<file path="src/source/bridge_state_pkg.sv">
`default_nettype none

package bridge_state_pkg;

    // read channel owner
    typedef enum logic [1:0] {
        RD_IDLE,
        RD_ICACHE,
        RD_DCACHE,
        RD_UNCACHED
    } rd_state_e;

    // write channel owner
    typedef enum logic [1:0] {
        WR_IDLE,
        WR_LINE,
        WR_UNCACHED
    } wr_state_e;

endpackage

`default_nettype wire

</file>
<file path="src/source/bus_geom_pkg.sv">
`default_nettype none

package bus_geom_pkg;

    // one bus beat
    localparam int ADDR_W = 32;
    localparam int WORD_W = 32;
    localparam int STRB_W = WORD_W / 8;

    // cache line at the default burst size
    localparam int LINE_BEATS_DEF = 4;
    localparam int LINE_W = WORD_W * LINE_BEATS_DEF;

    // low address bits dropped for line alignment
    localparam int LINE_OFS = $clog2(LINE_W / 8);

    // burst length field carries beats minus one
    localparam int BURST_LEN_W = 8;

endpackage

`default_nettype wire
</file>
<file path="src/source/cache_bus_bridge.sv">
`timescale 1ns/1ps
`default_nettype none

module cache_bus_bridge #(
    parameter int LINE_BEATS = bus_geom_pkg::LINE_BEATS_DEF
)
(
    input  wire                                            clk,
    input  wire                                            rst,

    // icache read
    input  wire                                            icache_ren_i,
    input  wire  [bus_geom_pkg::ADDR_W-1:0]                icache_addr_i,
    output wire                                            icache_rvalid_o,
    output wire  [LINE_BEATS*bus_geom_pkg::WORD_W-1:0]     icache_rdata_o,
    output wire                                            icache_accept_o,
    output wire                                            icache_busy_o,

    // dcache read and writeback
    input  wire                                            dcache_ren_i,
    input  wire  [bus_geom_pkg::ADDR_W-1:0]                dcache_addr_i,
    output wire                                            dcache_rvalid_o,
    output wire  [LINE_BEATS*bus_geom_pkg::WORD_W-1:0]     dcache_rdata_o,
    output wire                                            dcache_accept_o,
    input  wire  [bus_geom_pkg::STRB_W-1:0]                dcache_wen_i,
    input  wire  [bus_geom_pkg::ADDR_W-1:0]                dcache_waddr_i,
    input  wire  [LINE_BEATS*bus_geom_pkg::WORD_W-1:0]     dcache_wdata_i,
    output wire                                            dcache_bvalid_o,

    // uncached path
    input  wire                                            unc_ren_i,
    input  wire  [bus_geom_pkg::ADDR_W-1:0]                unc_raddr_i,
    output wire                                            unc_rvalid_o,
    output wire  [bus_geom_pkg::WORD_W-1:0]                unc_rdata_o,
    input  wire  [bus_geom_pkg::STRB_W-1:0]                unc_wen_i,
    input  wire  [bus_geom_pkg::ADDR_W-1:0]                unc_waddr_i,
    input  wire  [bus_geom_pkg::WORD_W-1:0]                unc_wdata_i,
    output wire                                            unc_bvalid_o,

    output wire                                            rd_ready_o,
    output wire                                            wr_ready_o,

    // memory bus read channel
    output wire                                            bus_ren_o,
    output wire  [bus_geom_pkg::ADDR_W-1:0]                bus_raddr_o,
    output wire  [bus_geom_pkg::BURST_LEN_W-1:0]           bus_rlen_o,
    input  wire                                            bus_rvalid_i,
    input  wire  [bus_geom_pkg::WORD_W-1:0]                bus_rdata_i,

    // memory bus write channel
    output wire                                            bus_wen_o,
    output wire  [bus_geom_pkg::ADDR_W-1:0]                bus_waddr_o,
    output wire  [bus_geom_pkg::BURST_LEN_W-1:0]           bus_wlen_o,
    output wire  [bus_geom_pkg::STRB_W-1:0]                bus_wstrb_o,
    output wire  [bus_geom_pkg::WORD_W-1:0]                bus_wdata_o,
    output wire                                            bus_wlast_o,
    input  wire                                            bus_wresp_i
);

    // the two channels run independently and share only the line size
    read_engine #(
        .LINE_BEATS(LINE_BEATS)
    ) u_read (
        .*
    );

    write_engine #(
        .LINE_BEATS(LINE_BEATS)
    ) u_write (
        .*
    );

endmodule

`default_nettype wire

</file>
<file path="src/source/write_engine.sv">
`timescale 1ns/1ps
`default_nettype none

module write_engine #(
    parameter int LINE_BEATS = bus_geom_pkg::LINE_BEATS_DEF
)
(
    input  wire                                            clk,
    input  wire                                            rst,

    input  wire  [bus_geom_pkg::STRB_W-1:0]                dcache_wen_i,
    input  wire  [bus_geom_pkg::ADDR_W-1:0]                dcache_waddr_i,
    input  wire  [LINE_BEATS*bus_geom_pkg::WORD_W-1:0]     dcache_wdata_i,
    output logic                                           dcache_bvalid_o,

    input  wire  [bus_geom_pkg::STRB_W-1:0]                unc_wen_i,
    input  wire  [bus_geom_pkg::ADDR_W-1:0]                unc_waddr_i,
    input  wire  [bus_geom_pkg::WORD_W-1:0]                unc_wdata_i,
    output logic                                           unc_bvalid_o,

    output logic                                           wr_ready_o,

    output logic                                           bus_wen_o,
    output logic [bus_geom_pkg::ADDR_W-1:0]                bus_waddr_o,
    output logic [bus_geom_pkg::BURST_LEN_W-1:0]           bus_wlen_o,
    output logic [bus_geom_pkg::STRB_W-1:0]                bus_wstrb_o,
    output logic [bus_geom_pkg::WORD_W-1:0]                bus_wdata_o,
    output logic                                           bus_wlast_o,
    input  wire                                            bus_wresp_i
);

    import bus_geom_pkg::*;
    import bridge_state_pkg::*;

    localparam int CNT_W = $clog2(LINE_BEATS);
    localparam int LINE_BYTES = LINE_BEATS * STRB_W;
    localparam logic [ADDR_W-1:0] LINE_MASK = ADDR_W'(LINE_BYTES - 1);
    localparam logic [CNT_W-1:0] LAST_BEAT = CNT_W'(LINE_BEATS - 1);

    wr_state_e        state_q;
    wr_state_e        state_d;
    logic [CNT_W-1:0] beat_q;
    logic             last_beat;

    // uncached word wins over a pending writeback
    always_comb
    begin
        state_d = state_q;
        case (state_q)
            WR_IDLE:
            begin
                if (|unc_wen_i)
                    state_d = WR_UNCACHED;
                else if (|dcache_wen_i)
                    state_d = WR_LINE;
            end
            WR_LINE, WR_UNCACHED:
            begin
                if (bus_wresp_i && bus_wlast_o)
                    state_d = WR_IDLE;
            end
            default:
                state_d = WR_IDLE;
        endcase
    end

    always_ff @(posedge clk)
    begin
        if (rst)
        begin
            state_q <= WR_IDLE;
            beat_q <= '0;
            dcache_bvalid_o <= 1'b0;
            unc_bvalid_o <= 1'b0;
        end
        else
        begin
            state_q <= state_d;
            if (state_q == WR_IDLE)
                beat_q <= '0;
            else if (bus_wresp_i)
                beat_q <= beat_q + 1'b1;
            // dcache also tracks uncached write completion
            dcache_bvalid_o <= bus_wresp_i && bus_wlast_o;
            unc_bvalid_o <= bus_wresp_i && bus_wlast_o && state_q == WR_UNCACHED;
        end
    end

    assign last_beat = (state_q == WR_LINE) && (beat_q == LAST_BEAT);

    assign wr_ready_o = (state_q == WR_IDLE);
    assign bus_wen_o = (state_q != WR_IDLE);
    assign bus_wlast_o = last_beat || (state_q == WR_UNCACHED);
    assign bus_wlen_o = (state_q == WR_UNCACHED) ? '0 : BURST_LEN_W'(LINE_BEATS - 1);
    assign bus_wstrb_o = (state_q == WR_UNCACHED) ? unc_wen_i : '1;
    assign bus_waddr_o = (state_q == WR_UNCACHED) ? unc_waddr_i : (dcache_waddr_i & ~LINE_MASK);

    // current slice of the line by beat index
    assign bus_wdata_o = (state_q == WR_UNCACHED) ? unc_wdata_i :
                         dcache_wdata_i[beat_q*WORD_W +: WORD_W];

endmodule

`default_nettype wire

</file>
<file path="src/source/read_engine.sv">
`timescale 1ns/1ps
`default_nettype none

module read_engine #(
    parameter int LINE_BEATS = bus_geom_pkg::LINE_BEATS_DEF
)
(
    input  wire                                            clk,
    input  wire                                            rst,

    input  wire                                            icache_ren_i,
    input  wire  [bus_geom_pkg::ADDR_W-1:0]                icache_addr_i,
    output logic                                           icache_rvalid_o,
    output logic [LINE_BEATS*bus_geom_pkg::WORD_W-1:0]     icache_rdata_o,
    output logic                                           icache_accept_o,
    output logic                                           icache_busy_o,

    input  wire                                            dcache_ren_i,
    input  wire  [bus_geom_pkg::ADDR_W-1:0]                dcache_addr_i,
    output logic                                           dcache_rvalid_o,
    output logic [LINE_BEATS*bus_geom_pkg::WORD_W-1:0]     dcache_rdata_o,
    output logic                                           dcache_accept_o,

    input  wire                                            unc_ren_i,
    input  wire  [bus_geom_pkg::ADDR_W-1:0]                unc_raddr_i,
    output logic                                           unc_rvalid_o,
    output logic [bus_geom_pkg::WORD_W-1:0]                unc_rdata_o,

    output logic                                           rd_ready_o,

    output logic                                           bus_ren_o,
    output logic [bus_geom_pkg::ADDR_W-1:0]                bus_raddr_o,
    output logic [bus_geom_pkg::BURST_LEN_W-1:0]           bus_rlen_o,
    input  wire                                            bus_rvalid_i,
    input  wire  [bus_geom_pkg::WORD_W-1:0]                bus_rdata_i
);

    import bus_geom_pkg::*;
    import bridge_state_pkg::*;

    localparam int CNT_W = $clog2(LINE_BEATS);
    localparam int LINE_BYTES = LINE_BEATS * STRB_W;
    localparam logic [ADDR_W-1:0] LINE_MASK = ADDR_W'(LINE_BYTES - 1);
    localparam logic [CNT_W-1:0] LAST_BEAT = CNT_W'(LINE_BEATS - 1);

    rd_state_e        state_q;
    rd_state_e        state_d;
    logic [CNT_W-1:0] beat_q;
    logic             last_beat;

    // uncached reads are one beat, fills run the full line
    assign last_beat = bus_rvalid_i &&
                       ((state_q == RD_UNCACHED) ||
                        (state_q != RD_IDLE && beat_q == LAST_BEAT));

    always_comb
    begin
        state_d = state_q;
        case (state_q)
            RD_IDLE:
            begin
                if (unc_ren_i)
                    state_d = RD_UNCACHED;
                else if (dcache_ren_i)
                    state_d = RD_DCACHE;
                else if (icache_ren_i)
                    state_d = RD_ICACHE;
            end
            RD_ICACHE, RD_DCACHE, RD_UNCACHED:
            begin
                if (last_beat)
                    state_d = RD_IDLE;
            end
            default:
                state_d = RD_IDLE;
        endcase
    end

    always_ff @(posedge clk)
    begin
        if (rst)
        begin
            state_q <= RD_IDLE;
            beat_q <= '0;
            icache_rvalid_o <= 1'b0;
            dcache_rvalid_o <= 1'b0;
            unc_rvalid_o <= 1'b0;
        end
        else
        begin
            state_q <= state_d;
            if (state_q == RD_IDLE)
                beat_q <= '0;
            else if (bus_rvalid_i)
                beat_q <= beat_q + 1'b1;
            icache_rvalid_o <= last_beat && state_q == RD_ICACHE;
            dcache_rvalid_o <= last_beat && state_q == RD_DCACHE;
            unc_rvalid_o <= last_beat && state_q == RD_UNCACHED;
        end
    end

    // beats land in the granted requester's register only
    always_ff @(posedge clk)
    begin
        if (rst)
        begin
            icache_rdata_o <= '0;
            dcache_rdata_o <= '0;
            unc_rdata_o <= '0;
        end
        else if (bus_rvalid_i)
        begin
            case (state_q)
                RD_ICACHE:
                    icache_rdata_o[beat_q*WORD_W +: WORD_W] <= bus_rdata_i;
                RD_DCACHE:
                    dcache_rdata_o[beat_q*WORD_W +: WORD_W] <= bus_rdata_i;
                RD_UNCACHED:
                    unc_rdata_o <= bus_rdata_i;
                default:
                    ;
            endcase
        end
    end

    assign icache_accept_o = (state_q == RD_IDLE) && (state_d == RD_ICACHE);
    assign dcache_accept_o = (state_q == RD_IDLE) && (state_d == RD_DCACHE);
    // icache holds off a flush while this is high
    assign icache_busy_o = (state_q == RD_ICACHE) || (state_d == RD_ICACHE);
    assign rd_ready_o = (state_q == RD_IDLE);

    assign bus_ren_o = (state_q != RD_IDLE);
    assign bus_rlen_o = (state_q == RD_UNCACHED) ? '0 : BURST_LEN_W'(LINE_BEATS - 1);

    always_comb
    begin
        case (state_q)
            RD_UNCACHED:
                bus_raddr_o = unc_raddr_i;
            RD_DCACHE:
                bus_raddr_o = dcache_addr_i & ~LINE_MASK;
            RD_ICACHE:
                bus_raddr_o = icache_addr_i & ~LINE_MASK;
            default:
                bus_raddr_o = '0;
        endcase
    end

endmodule

`default_nettype wire

</file>
<file path="config.mk">
export PLATFORM = sky130hd
export DESIGN_NAME = cache_bus_bridge
export DESIGN_NICKNAME = d
export VERILOG_FILES = /design/src/source/bridge_state_pkg.sv /design/src/source/bus_geom_pkg.sv /design/src/source/cache_bus_bridge.sv /design/src/source/write_engine.sv /design/src/source/read_engine.sv
export SDC_FILE = /design/constraint.sdc
export NUM_CORES = 1
export LEC_CHECK = 0
export BUFFER_PORTS_ARGS = -buffer_cell sky130_fd_sc_hd__buf_2
export CAP_MARGIN = 20
export CORE_AREA = 2 2 303 305
export DETAILED_ROUTE_END_ITERATION = 12
export DIE_AREA = 0 0 305 307
export PLACE_DENSITY_LB_ADDON = 0.15
export SYNTH_ARGS = -nofsm -noshare
export SYNTH_HDL_FRONTEND = slang
export SYNTH_HIERARCHICAL = 1
export SYNTH_SLANG_ARGS = --single-unit
</file>
<file path="constraint.sdc">
create_clock -name clk -period 2.59 [get_ports clk]
set_clock_uncertainty 0.15 [all_clocks]
set_input_delay 0.1295 -clock clk [delete_from_list [all_inputs] [get_ports clk]]
set_output_delay 0.1295 -clock clk [all_outputs]
set_load 0.02 [all_outputs]
</file>
==> impl_metrics.yaml, run 1 <==
placement:
  place_hpwl_mm: 66.1
  placed_cells: 3495
  gp_congestion: 1.04
  portBuffers: 759
final_layout:
  num_antenna_cells: 0
  layout_commonest_cell: "buf_2"
  layout_common_cells: "758 x buf_2, 421 x nand2_1, 297 x dfxtp_1"
  area_growth_pct: 46.5
  nets: 2767
  final_cells: 3602
  drive_gt1_frac: 0.409
routing:
  first_pass_iters: 6
  viasPerCell: 4.24
  drt_iter0_markers: 1032
  wl_per_cell_um: 24.3
  drc: 0
  ant_nets: 0
  vias: 15300
  wl_mm: 87.4
timing:
  slew_violations: 0
  min_period_over_period: 0.974
  setup-violations-final: 0
  max_slew_margin: 0.467
  tightestPinTransition_ps: 792
  setup_tns_ps: 0
  hold_viol: 0
  layout_min_cycle_time_ps: 2520
  rsz0062_at_grt: "no"
  max_freq_mhz: 396
die:
  coreArea_um2: 90700
  dieWidth_um: 305
  die_area_um2: 93600
  rows: 111
  num_io_pins: 784
  initial_utilization: 0.154
  die_h_um: 307
worst_setup_path:
  r2r_slack_ps: 420
  start_kind: "flip-flop"
  crit_family: "buffers and inverters"
  path_max_fanout: 69
  worstPathRequired_ps: 2310
  path_cells: "inv_1 > ha_2 > buf_16 > nand2_1 > nand2_1 > buf_2"
  cp-end-kind: "output port"
  max_stage_delay_ps: 360
  critPathSlowestCell: "nand2_1"
  path_common_cell: "nand2_1"
  path_buf_inv: 3
  arrival_ps: 2240
  critical_path_class: "flip-flop to output port"
synth:
  yosysWarnings: 6
  syn_inst: 1681
  synth-edff-count: 0
  ys_async_sr_fraction: 0
  synth_fa_ha_area_frac: 0.00899
  synth_area_um2: 13900
  synth_top_family_by_area: "simple AND/OR/NAND/NOR gates"
  avgSynthCellArea_um2: 8.28
  synth_seq_cells: 301
  synth_cell_type_count: 41
  synthXorXnorAreaFrac: 0.00126
  synth_top_flop_cell: "dfxtp_1"
  synth_simple_gate_area_share: 0.239
  synthMuxAreaShare: 0.0993
  yosysSeqAreaShare: 0.433
  synth_compound_area_frac: 0.127
global_route:
  grt_max_degree: 73
  met1_usage: 0.204
  grtUsageTotal: 0.177
  antenna_found_initial: 17
  grt_pass1_wl_mm: 118
  grt_use_met3: 0.0480
  met2_usage: 0.320
  top_usage_layer: "met2"
  grt_pass1_vias: 14900
  grt-ovfl-total: 0
worst_hold_path:
  hold_path_class: "input pin to flip-flop"
flow_run:
  maxCapViolCount: 0
cts:
  cts_tree: "done"
  clockBufferDepth: 3
  htreeDepth: 2
  numCtsBuffers: 40
  clkTransAtPathRegs_ps: 50
  clock-root-buffer: "clkbuf_16"
  cts.sinks: 301
  clock_latency_ps: 550
power:
  p_leak_nw: 8.82
  p_per_area_nw_per_um2: 706
  ir_drop_v: 0.000451
status:
  status: "finished, final reports clean"
==> power breakdown <==
group / switching, mW / internal (mW) / leakage (nW)
Combinational: 2.65 / 1.46 / 5.77
Sequential: 0.0813 / 4.72 / 2.43
Clock: 2.24 / 3.26 / 0.616
==> sequential cells by signal, indices dropped and copies added (netlist names) <==
signal and cells:
u_read/beat_q 2, u_read/dcache_rdata_o 128, u_read/dcache_rvalid_o 1, u_read/icache_rdata_o 128, u_read/icache_rvalid_o 1, u_read/state_q 2, u_read/unc_rdata_o 32, u_read/unc_rvalid_o 1
u_write/beat_q 2, u_write/dcache_bvalid_o 1, u_write/state_q 2, u_write/unc_bvalid_o 1
==> path summary, 6_finish.rpt <==
| check | depth (start not counted) | startpoint | to |
|---|---|---|---|
| max | 6 | u_write/state_q[0]$_SDFFE_PP0P_ | bus_wdata_o[13] |
| min | 4 | bus_rvalid_i | u_read/dcache_rvalid_o$_SDFF_PP0_ |
| min reg2reg | 2 | u_read/icache_rdata_o[39]$_SDFFE_PP0P_ | u_read/icache_rdata_o[39]$_SDFFE_PP0P_ |
| max reg2reg | 6 | u_read/beat_q[0]$_SDFFE_PP0P_ | u_read/icache_rdata_o[64]$_SDFFE_PP0P_ |
==> metal layers <==
| layer | vias to the layer above | share of wire |
|---|---|---|
| li1 | 7143 | - |
| met1 | 7366 | 0.39 |
| met2 | 670 | 0.50 |
| met3 | 105 | 0.078 |
| met4 | 4 | 0.028 |
| met5 | - | 0.00026 |
==> cells by family after synthesis <==
kind of cell	after synthesis
compound gates	328
xor+xnor	2
fa+ha+maj	10
buf+inv	211
flops	301
mux	90
other cells	2
simple gates	737
==> area by class of cell <==
type / instances / area [µm²]
sequential: 301 / 6040
timing repair buffer: 861 / 4890
fill: 10100 / 70300
multi-input combinational: 1179 / 6700
inverter: 7 / 26.3
clock buffer: 55 / 1100
clock inverter: 13 / 161
tap: 1186 / 1480
==> Yosys cell counts, types with 3 or more instances <==
cell      count  area, µm²
nand4b_2      3       45.0
dfxtp_1     301       6030
nand2_1     421       1580
nand3_1     258       1290
and3_1        7       43.8
and4b_1       9       90.1
clkbuf_2      3       15.0
nand4b_1      6       52.6
mux4_2       29        653
mux4_1        3       78.8
nor3b_1       3       22.5
clkbuf_1     41        154
nor2b_1       4       25.0
mux2_2       56        631
inv_1         6       22.5
a22o_1       28        245
ha_1         10        125
buf_4        60        450
buf_6        13        146
and2_1        4       25.0
buf_2        84        420
nor2_1        5       18.8
nand2b_1      5       31.3
a21oi_1     292       1460
buf_12        3       60.1
nor3_1        4       20.0
==> metrics by stage <==
stage	cell area, µm²	hold WS, ps	total power [mW]	setup slack (ps)	utilization
floorplan	14000	52.3	7.32	439	-
global placement	18700	291	8.98	478	0.206
detailed placement	18700	293	8.99	444	0.206
CTS	20400	43.1	14.6	20.6	0.225
global route	20400	64.3	15.0	10.5	0.225
finish	20400	77.7	14.4	67.5	0.225
==> worst register-to-register path, cell delays in order, from the launching register on <==
cell,delay [ps]
dfxtp_1,410
inv_1,110
ha_1,450
nor3b_4,290
buf_4,390
nand3_1,140
a21oi_1,160
==> what timing repair did <==
action,CTS,global route
resized for setup,3,5
endpoints found under the hold margin,292,0
hold buffers,39,0
endpoints found under the setup margin,28,6
setup buffers,0,0
(Power assumes the default switching activity.)
==> inputs of run 2 (changes only) <==
Settings changed: REMOVE_ABC_BUFFERS set to 1.
==> run 2 against run 1 <==
  * Critical path depth fell by 2
  * Die area did not move
  * First-iteration DRC count rose by 32%
  * Register-to-register slack got worse by 70 ps
  * Clock power barely moved
  * Global-route usage rose by 0.90 points
  * Core utilization rose by 0.081 points
  * Final cell count rose by 0.36%
  * Wire length rose by 4.6%
  * Clock-buffer cell count rose by 6
  * Cell area rose by 0.36%
  * Setup slack improved by 100 ps
  * Critical endpoint is now bus_raddr_o[16]
  * Largest cell class unchanged
  * Highest routed layer is now met4
==> impl_metrics.yaml, run 2 (same netlist as run 1, synthesis figures left out) <==
timing:
  max_freq_mhz: 413
  max_slew_margin: 0.390
  layout_min_cycle_time_ps: 2420
  fin_ws_ps: 170
  hold_viol: 0
  tightestPinTransition_ps: 914
  hold_slack_ps: 67.6
  min_period_over_period: 0.935
  rsz0062_at_grt: "no"
  setup-violations-final: 0
  slew_violations: 0
  setup_tns_ps: 0
cts:
  numCtsBuffers: 38
  cts_tree: "done"
  htreeDepth: 2
  clock-root-buffer: "clkbuf_16"
  cts.sinks: 301
  clockBufferDepth: 3
  clock_latency_ps: 540
  post_cts_buffers: 0
  clkTransAtPathRegs_ps: 60
final_layout:
  area_growth_pct: 47.0
  n_fill_cell: 10100
  layout_common_cells: "758 x buf_2, 421 x nand2_1, 298 x dfxtp_1"
  seqCellArea_um2: 6030
  nets: 2763
  largestRegisters: "u_read/dcache_rdata_o: 128 flops, u_read/icache_rdata_o: 128 flops, u_read/unc_rdata_o: 32 flops"
  layout_commonest_cell: "buf_2"
  drive_gt1_frac: 0.407
  final_area_um2: 20500
  final_cells: 3615
  multi_input_area_um2: 6730
worst_setup_path:
  start_kind: "flip-flop"
  endpoint: "bus_raddr_o[16]"
  crit_start: "u_read/state_q[0]$_SDFF_PP0_"
  cp-end-kind: "output port"
  path_max_fanout: 40
  r2r-start: "u_read/beat_q[0]$_SDFFE_PP0P_"
  timing.rr.end: "u_read/dcache_rdata_o[105]$_SDFFE_PP0P_"
  critical_path_class: "flip-flop to output port"
  r2r_slack_ps: 350
  worstPathRequired_ps: 2310
  arrival_ps: 2140
  rr_worst_depth: 5
power:
  power_frac_clock: 0.383
  switching_power_mw: 4.82
  power_frac_seq: 0.335
  p_leak_nw: 8.83
  ir_drop_v: 0.000460
  sw_frac_of_total: 0.338
  power.share.combinational: 0.283
  p_int_mw: 9.45
  p_per_area_nw_per_um2: 697
die:
  die_h_um: 307
  rows: 111
  num_io_pins: 784
  dieWidth_um: 305
  coreArea_um2: 90700
  die_area_um2: 93600
  initial_utilization: 0.154
placement:
  portBuffers: 759
  dpl_cell_area_um2: 18700
  dp_slack_ps: 281
  place_hpwl_mm: 69.1
  gp_congestion: 0.939
  placed_cells: 3490
routing:
  first_pass_iters: 5
  vias: 15600
  drt_iter0_markers: 1362
  ant_nets: 0
  wl_per_cell_um: 25.3
  drc: 0
  wl_mm: 91.4
  viasPerCell: 4.33
global_route:
  grt_use_met3: 0.0343
  top_usage_layer: "met2"
  met2_usage: 0.343
  grt_pass1_wl_mm: 123
  grt_max_degree: 108
  grt_pass1_vias: 15100
  antenna_found_initial: 56
  grtUsageTotal: 0.186
  met1_usage: 0.217
  grt-ovfl-total: 0
worst_hold_path:
  hold_path_class: "input pin to flip-flop"
flow_run:
  maxCapViolCount: 0
status:
  status: "finished, final reports clean"
[run 2: cell types whose count changed in the layout (fill, tap and decap cells not counted), sizes merged]
cell,before,now
bufinv,3,2
dlygate4sd3,39,42
inv,7,6
clkbuf,55,61
clkinv,9,6
diode,0,14
buf,822,817
[run 2: timing repair]
action                                 4_1_cts  5_1_grt
resized for setup                            2        3
setup endpoints to repair                   19       22
hold buffers                                42        0
endpoints found under the hold margin      296        0
[run 2: worst min-delay path by stage]
stage,start,endpoint,depth (start not counted)
6_report,unc_wen_i[0],u_write/state_q[1]$_SDFFE_PP0P_,4
5_1_grt,unc_wen_i[3],u_write/state_q[1]$_SDFFE_PP0P_,4
4_1_cts,unc_wen_i[0],u_write/state_q[1]$_SDFFE_PP0P_,4
3_5_place_dp,u_read/dcache_rdata_o[21]$_SDFFE_PP0P_,u_read/dcache_rdata_o[21]$_SDFFE_PP0P_,2
3_3_place_gp,u_read/icache_rdata_o[69]$_SDFFE_PP0P_,u_read/icache_rdata_o[69]$_SDFFE_PP0P_,2
2_1_floorplan,rst,u_read/dcache_rdata_o[0]$_SDFFE_PP0P_,1
[run 2: power groups by stage]
stage / registers, mW / logic (mW) / clock network [mW]
final: 4.78 / 4.03 / 5.46
after global routing: 4.79 / 4.30 / 5.86
after CTS: 4.78 / 4.08 / 5.67
after detailed placement: 4.88 / 4.01 / 0
after global placement: 4.87 / 4.01 / 0
after floorplan: 5.01 / 1.97 / 0
[run 2: per-stage QoR]
| step | utilization | total power [mW] |
|---|---|---|
| 2_1_floorplan | - | 6.98 |
| 3_3_place_gp | 0.206 | 8.89 |
| 3_5_place_dp | 0.206 | 8.89 |
| 4_1_cts | 0.225 | 14.5 |
| 5_1_grt | 0.226 | 15.0 |
| 6_report | 0.226 | 14.3 |
[run 2: layer usage]
metal,part of all wire,wire length [µm]
met1,0.39,35600
met2,0.52,47500
met3,0.062,5700
met4,0.028,2540
met5,0,0
[run 2: worst max-delay path: stages (launching register included)]
cell	delay [ps]
dfxtp_4	480
buf_12	260
mux2_2	360
a22o_1	270
buf_2	190
[run 2: cell type report]
class / count / share of cell area
clock buffer: 61 / 0.0571
timing repair buffer: 859 / 0.239
multi-input combinational: 1179 / 0.328
antenna: 14 / 0.00171
sequential: 301 / 0.295
clock inverter: 8 / 0.00562
tap: 1186 / 0.0725
inverter: 7 / 0.00128
==> inputs of run 3 (changes only) <==
Settings changed: CELL_PAD_IN_SITES_DETAIL_PLACEMENT set to 1, CELL_PAD_IN_SITES_GLOBAL_PLACEMENT set to 1, CORE_AREA 2 2 303 305 to 2 2 306 308, DIE_AREA 0 0 305 307 to 0 0 308 310.
==> run 3 against run 2 <==
  * Critical path depth increased by 1
  * First-iteration DRC count decreased by 51%
  * Global-route usage decreased by 1.3 points
  * Non-clock buffer count increased by 8
  * Largest power group unchanged
==> impl_metrics.yaml, run 3 (same netlist as run 1, synthesis figures left out) <==
global_route:
  grtUsageTotal: 0.173
  grt_pass1_wl_mm: 119
  antenna_found_initial: 28
  grt-ovfl-total: 0
  grt_pass1_vias: 16000
  grt_max_degree: 66
die:
  num_io_pins: 784
  coreArea_um2: 92500
  die_area_um2: 95500
  dieWidth_um: 308
  rows: 112
  initial_utilization: 0.151
  die_h_um: 310
final_layout:
  n_fill_cell: 11100
  final_cells: 3636
  drive_gt1_frac: 0.412
  seqCellArea_um2: 6040
  multi_input_area_um2: 6730
  largestRegisters: "u_read/dcache_rdata_o: 128 flops, u_read/icache_rdata_o: 128 flops, u_read/unc_rdata_o: 32 flops"
  layout_commonest_cell: "buf_2"
  area_growth_pct: 47.9
  layout_common_cells: "758 x buf_2, 420 x nand2_1, 297 x dfxtp_1"
  nets: 2775
cts:
  numCtsBuffers: 42
  clkTransAtPathRegs_ps: 60
  clockBufferDepth: 3
  cts_tree: "done"
  post_cts_buffers: 0
  clock_latency_ps: 570
  cts.sinks: 301
  clock-root-buffer: "clkbuf_16"
  htreeDepth: 2
worst_setup_path:
  path_cells: "buf_12 > mux4_1 > nand2_1 > nand2_1 > buf_2"
  r2r-start: "u_read/beat_q[1]$_SDFFE_PP0P_"
  critical_path_class: "flip-flop to output port"
  start_kind: "flip-flop"
  arrival_ps: 2180
  cp-end-kind: "output port"
  max_stage_delay_ps: 600
  path_max_fanout: 15
  critPathSlowestCell: "mux4_1"
  timing.rr.end: "u_read/icache_rdata_o[94]$_SDFFE_PP0P_"
  path_common_cell: "nand2_1"
  rr_worst_depth: 6
  worstPathRequired_ps: 2310
  r2r_slack_ps: 430
flow_run:
  maxCapViolCount: 0
timing:
  hold_slack_ps: 24.1
  slew_violations: 0
  hold_viol: 0
  layout_min_cycle_time_ps: 2460
  min_period_over_period: 0.951
  max_freq_mhz: 406
  max_slew_margin: 0.445
  setup-violations-final: 0
  rsz0062_at_grt: "no"
  tightestPinTransition_ps: 832
power:
  p_per_area_nw_per_um2: 703
  power.share.combinational: 0.281
  p_leak_nw: 8.90
  p_int_mw: 9.45
  switching_power_mw: 5.03
  power_frac_clock: 0.388
  ir_drop_v: 0.000370
  sw_frac_of_total: 0.347
  power_frac_seq: 0.331
routing:
  wl_per_cell_um: 23.7
  highest_layer: "met5"
  first_pass_iters: 5
  m1WireLength_mm: 33.8
  viasPerCell: 4.22
  dr_wl_met2_mm: 44.1
  wl_mm: 86.2
  drc: 0
  ant_nets: 0
  dr_wl_met3_mm: 5.85
  drt_iter0_markers: 668
  vias: 15300
worst_hold_path:
  hold_path_class: "input pin to flip-flop"
  holdPathStages: 5
  hold_start: "unc_wen_i[1]"
  holdPathEnd: "u_write/state_q[0]$_SDFFE_PP0P_"
placement:
  place_hpwl_mm: 65.1
  portBuffers: 759
  placed_cells: 3509
  gp_congestion: 0.851
status:
  status: "finished, final reports clean"
[run 3: cell count changes in the layout (fill, tap and decap cells not counted), sizes merged]
| cell | previous run | this run |
|---|---|---|
| inv | 6 | 9 |
| buf | 817 | 826 |
| bufinv | 2 | 0 |
| clkbuf | 61 | 62 |
| diode | 14 | 11 |
| dlygate4sd3 | 42 | 41 |
| clkinv | 6 | 9 |
[run 3: repair_timing]
action	CTS	global route
endpoints found under the hold margin	300	0
endpoints found under the setup margin	14	14
hold buffers	41	0
cloned	1	0
gates resized for setup	3	7
[run 3: routing by layer]
metal  GRT usage  up-vias
met3      0.0479      124
met5           0        -
met1       0.194     7478
li1            -     7189
met4      0.0522       20
met2       0.317      522
[run 3: power by group through the flow]
stage / logic (mW) / clock network (mW) / registers [mW]
6_report: 4.07 / 5.61 / 4.80
3_3_place_gp: 3.99 / 0 / 4.89
2_1_floorplan: 1.97 / 0 / 5.01
5_1_grt: 4.34 / 6.04 / 4.81
4_1_cts: 4.13 / 5.87 / 4.79
3_5_place_dp: 4.03 / 0 / 4.89
[run 3: area by class of cell]
class,instances,area share
repair buffers,867,0.240
clock inverters,12,0.00517
flip-flops and latches,301,0.293
diodes,11,0.00134
multi-input cells,1179,0.327
clock buffers,62,0.0591
inverters,7,0.00128
well taps,1197,0.0727
[run 3: worst max-delay path by stage]
stage | startpoint | end | slack (ps) | cells past startpoint
floorplan | u_read/beat_q[0]$_SDFFE_PP0P_ | u_read/dcache_rdata_o[100]$_SDFFE_PP0P_ | -2590 | 5
global placement | u_read/beat_q[1]$_SDFFE_PP0P_ | u_read/dcache_rdata_o[51]$_SDFFE_PP0P_ | 490 | 6
detailed placement | u_read/beat_q[1]$_SDFFE_PP0P_ | u_read/icache_rdata_o[122]$_SDFFE_PP0P_ | 420 | 6
CTS | u_write/state_q[0]$_SDFFE_PP0P_ | bus_wdata_o[11] | 0.4 | 8
global route | u_write/state_q[0]$_SDFFE_PP0P_ | bus_wdata_o[25] | 0.8 | 8
finish | u_write/beat_q[0]$_SDFFE_PP0P_ | bus_wdata_o[31] | 130 | 5
[run 3: metrics by stage]
step | util | cell area (µm²) | setup TNS [ps] | power [mW] | setup WS, ps
floorplan | - | 12700 | -284040 | 6.98 | -2590
global placement | 0.203 | 18800 | 0 | 8.88 | 486
detailed placement | 0.203 | 18800 | 0 | 8.92 | 424
CTS | 0.222 | 20500 | 0 | 14.8 | 0.409
global route | 0.223 | 20600 | 0 | 15.2 | 0.801
finish | 0.223 | 20600 | 0 | 14.5 | 128
[run 3: critical path: cells and delay by family (launching register included)]
family | cells | cell delay, ps
buf+inv | 2 | 380
flops | 1 | 480
mux | 1 | 600
simple gates | 2 | 150
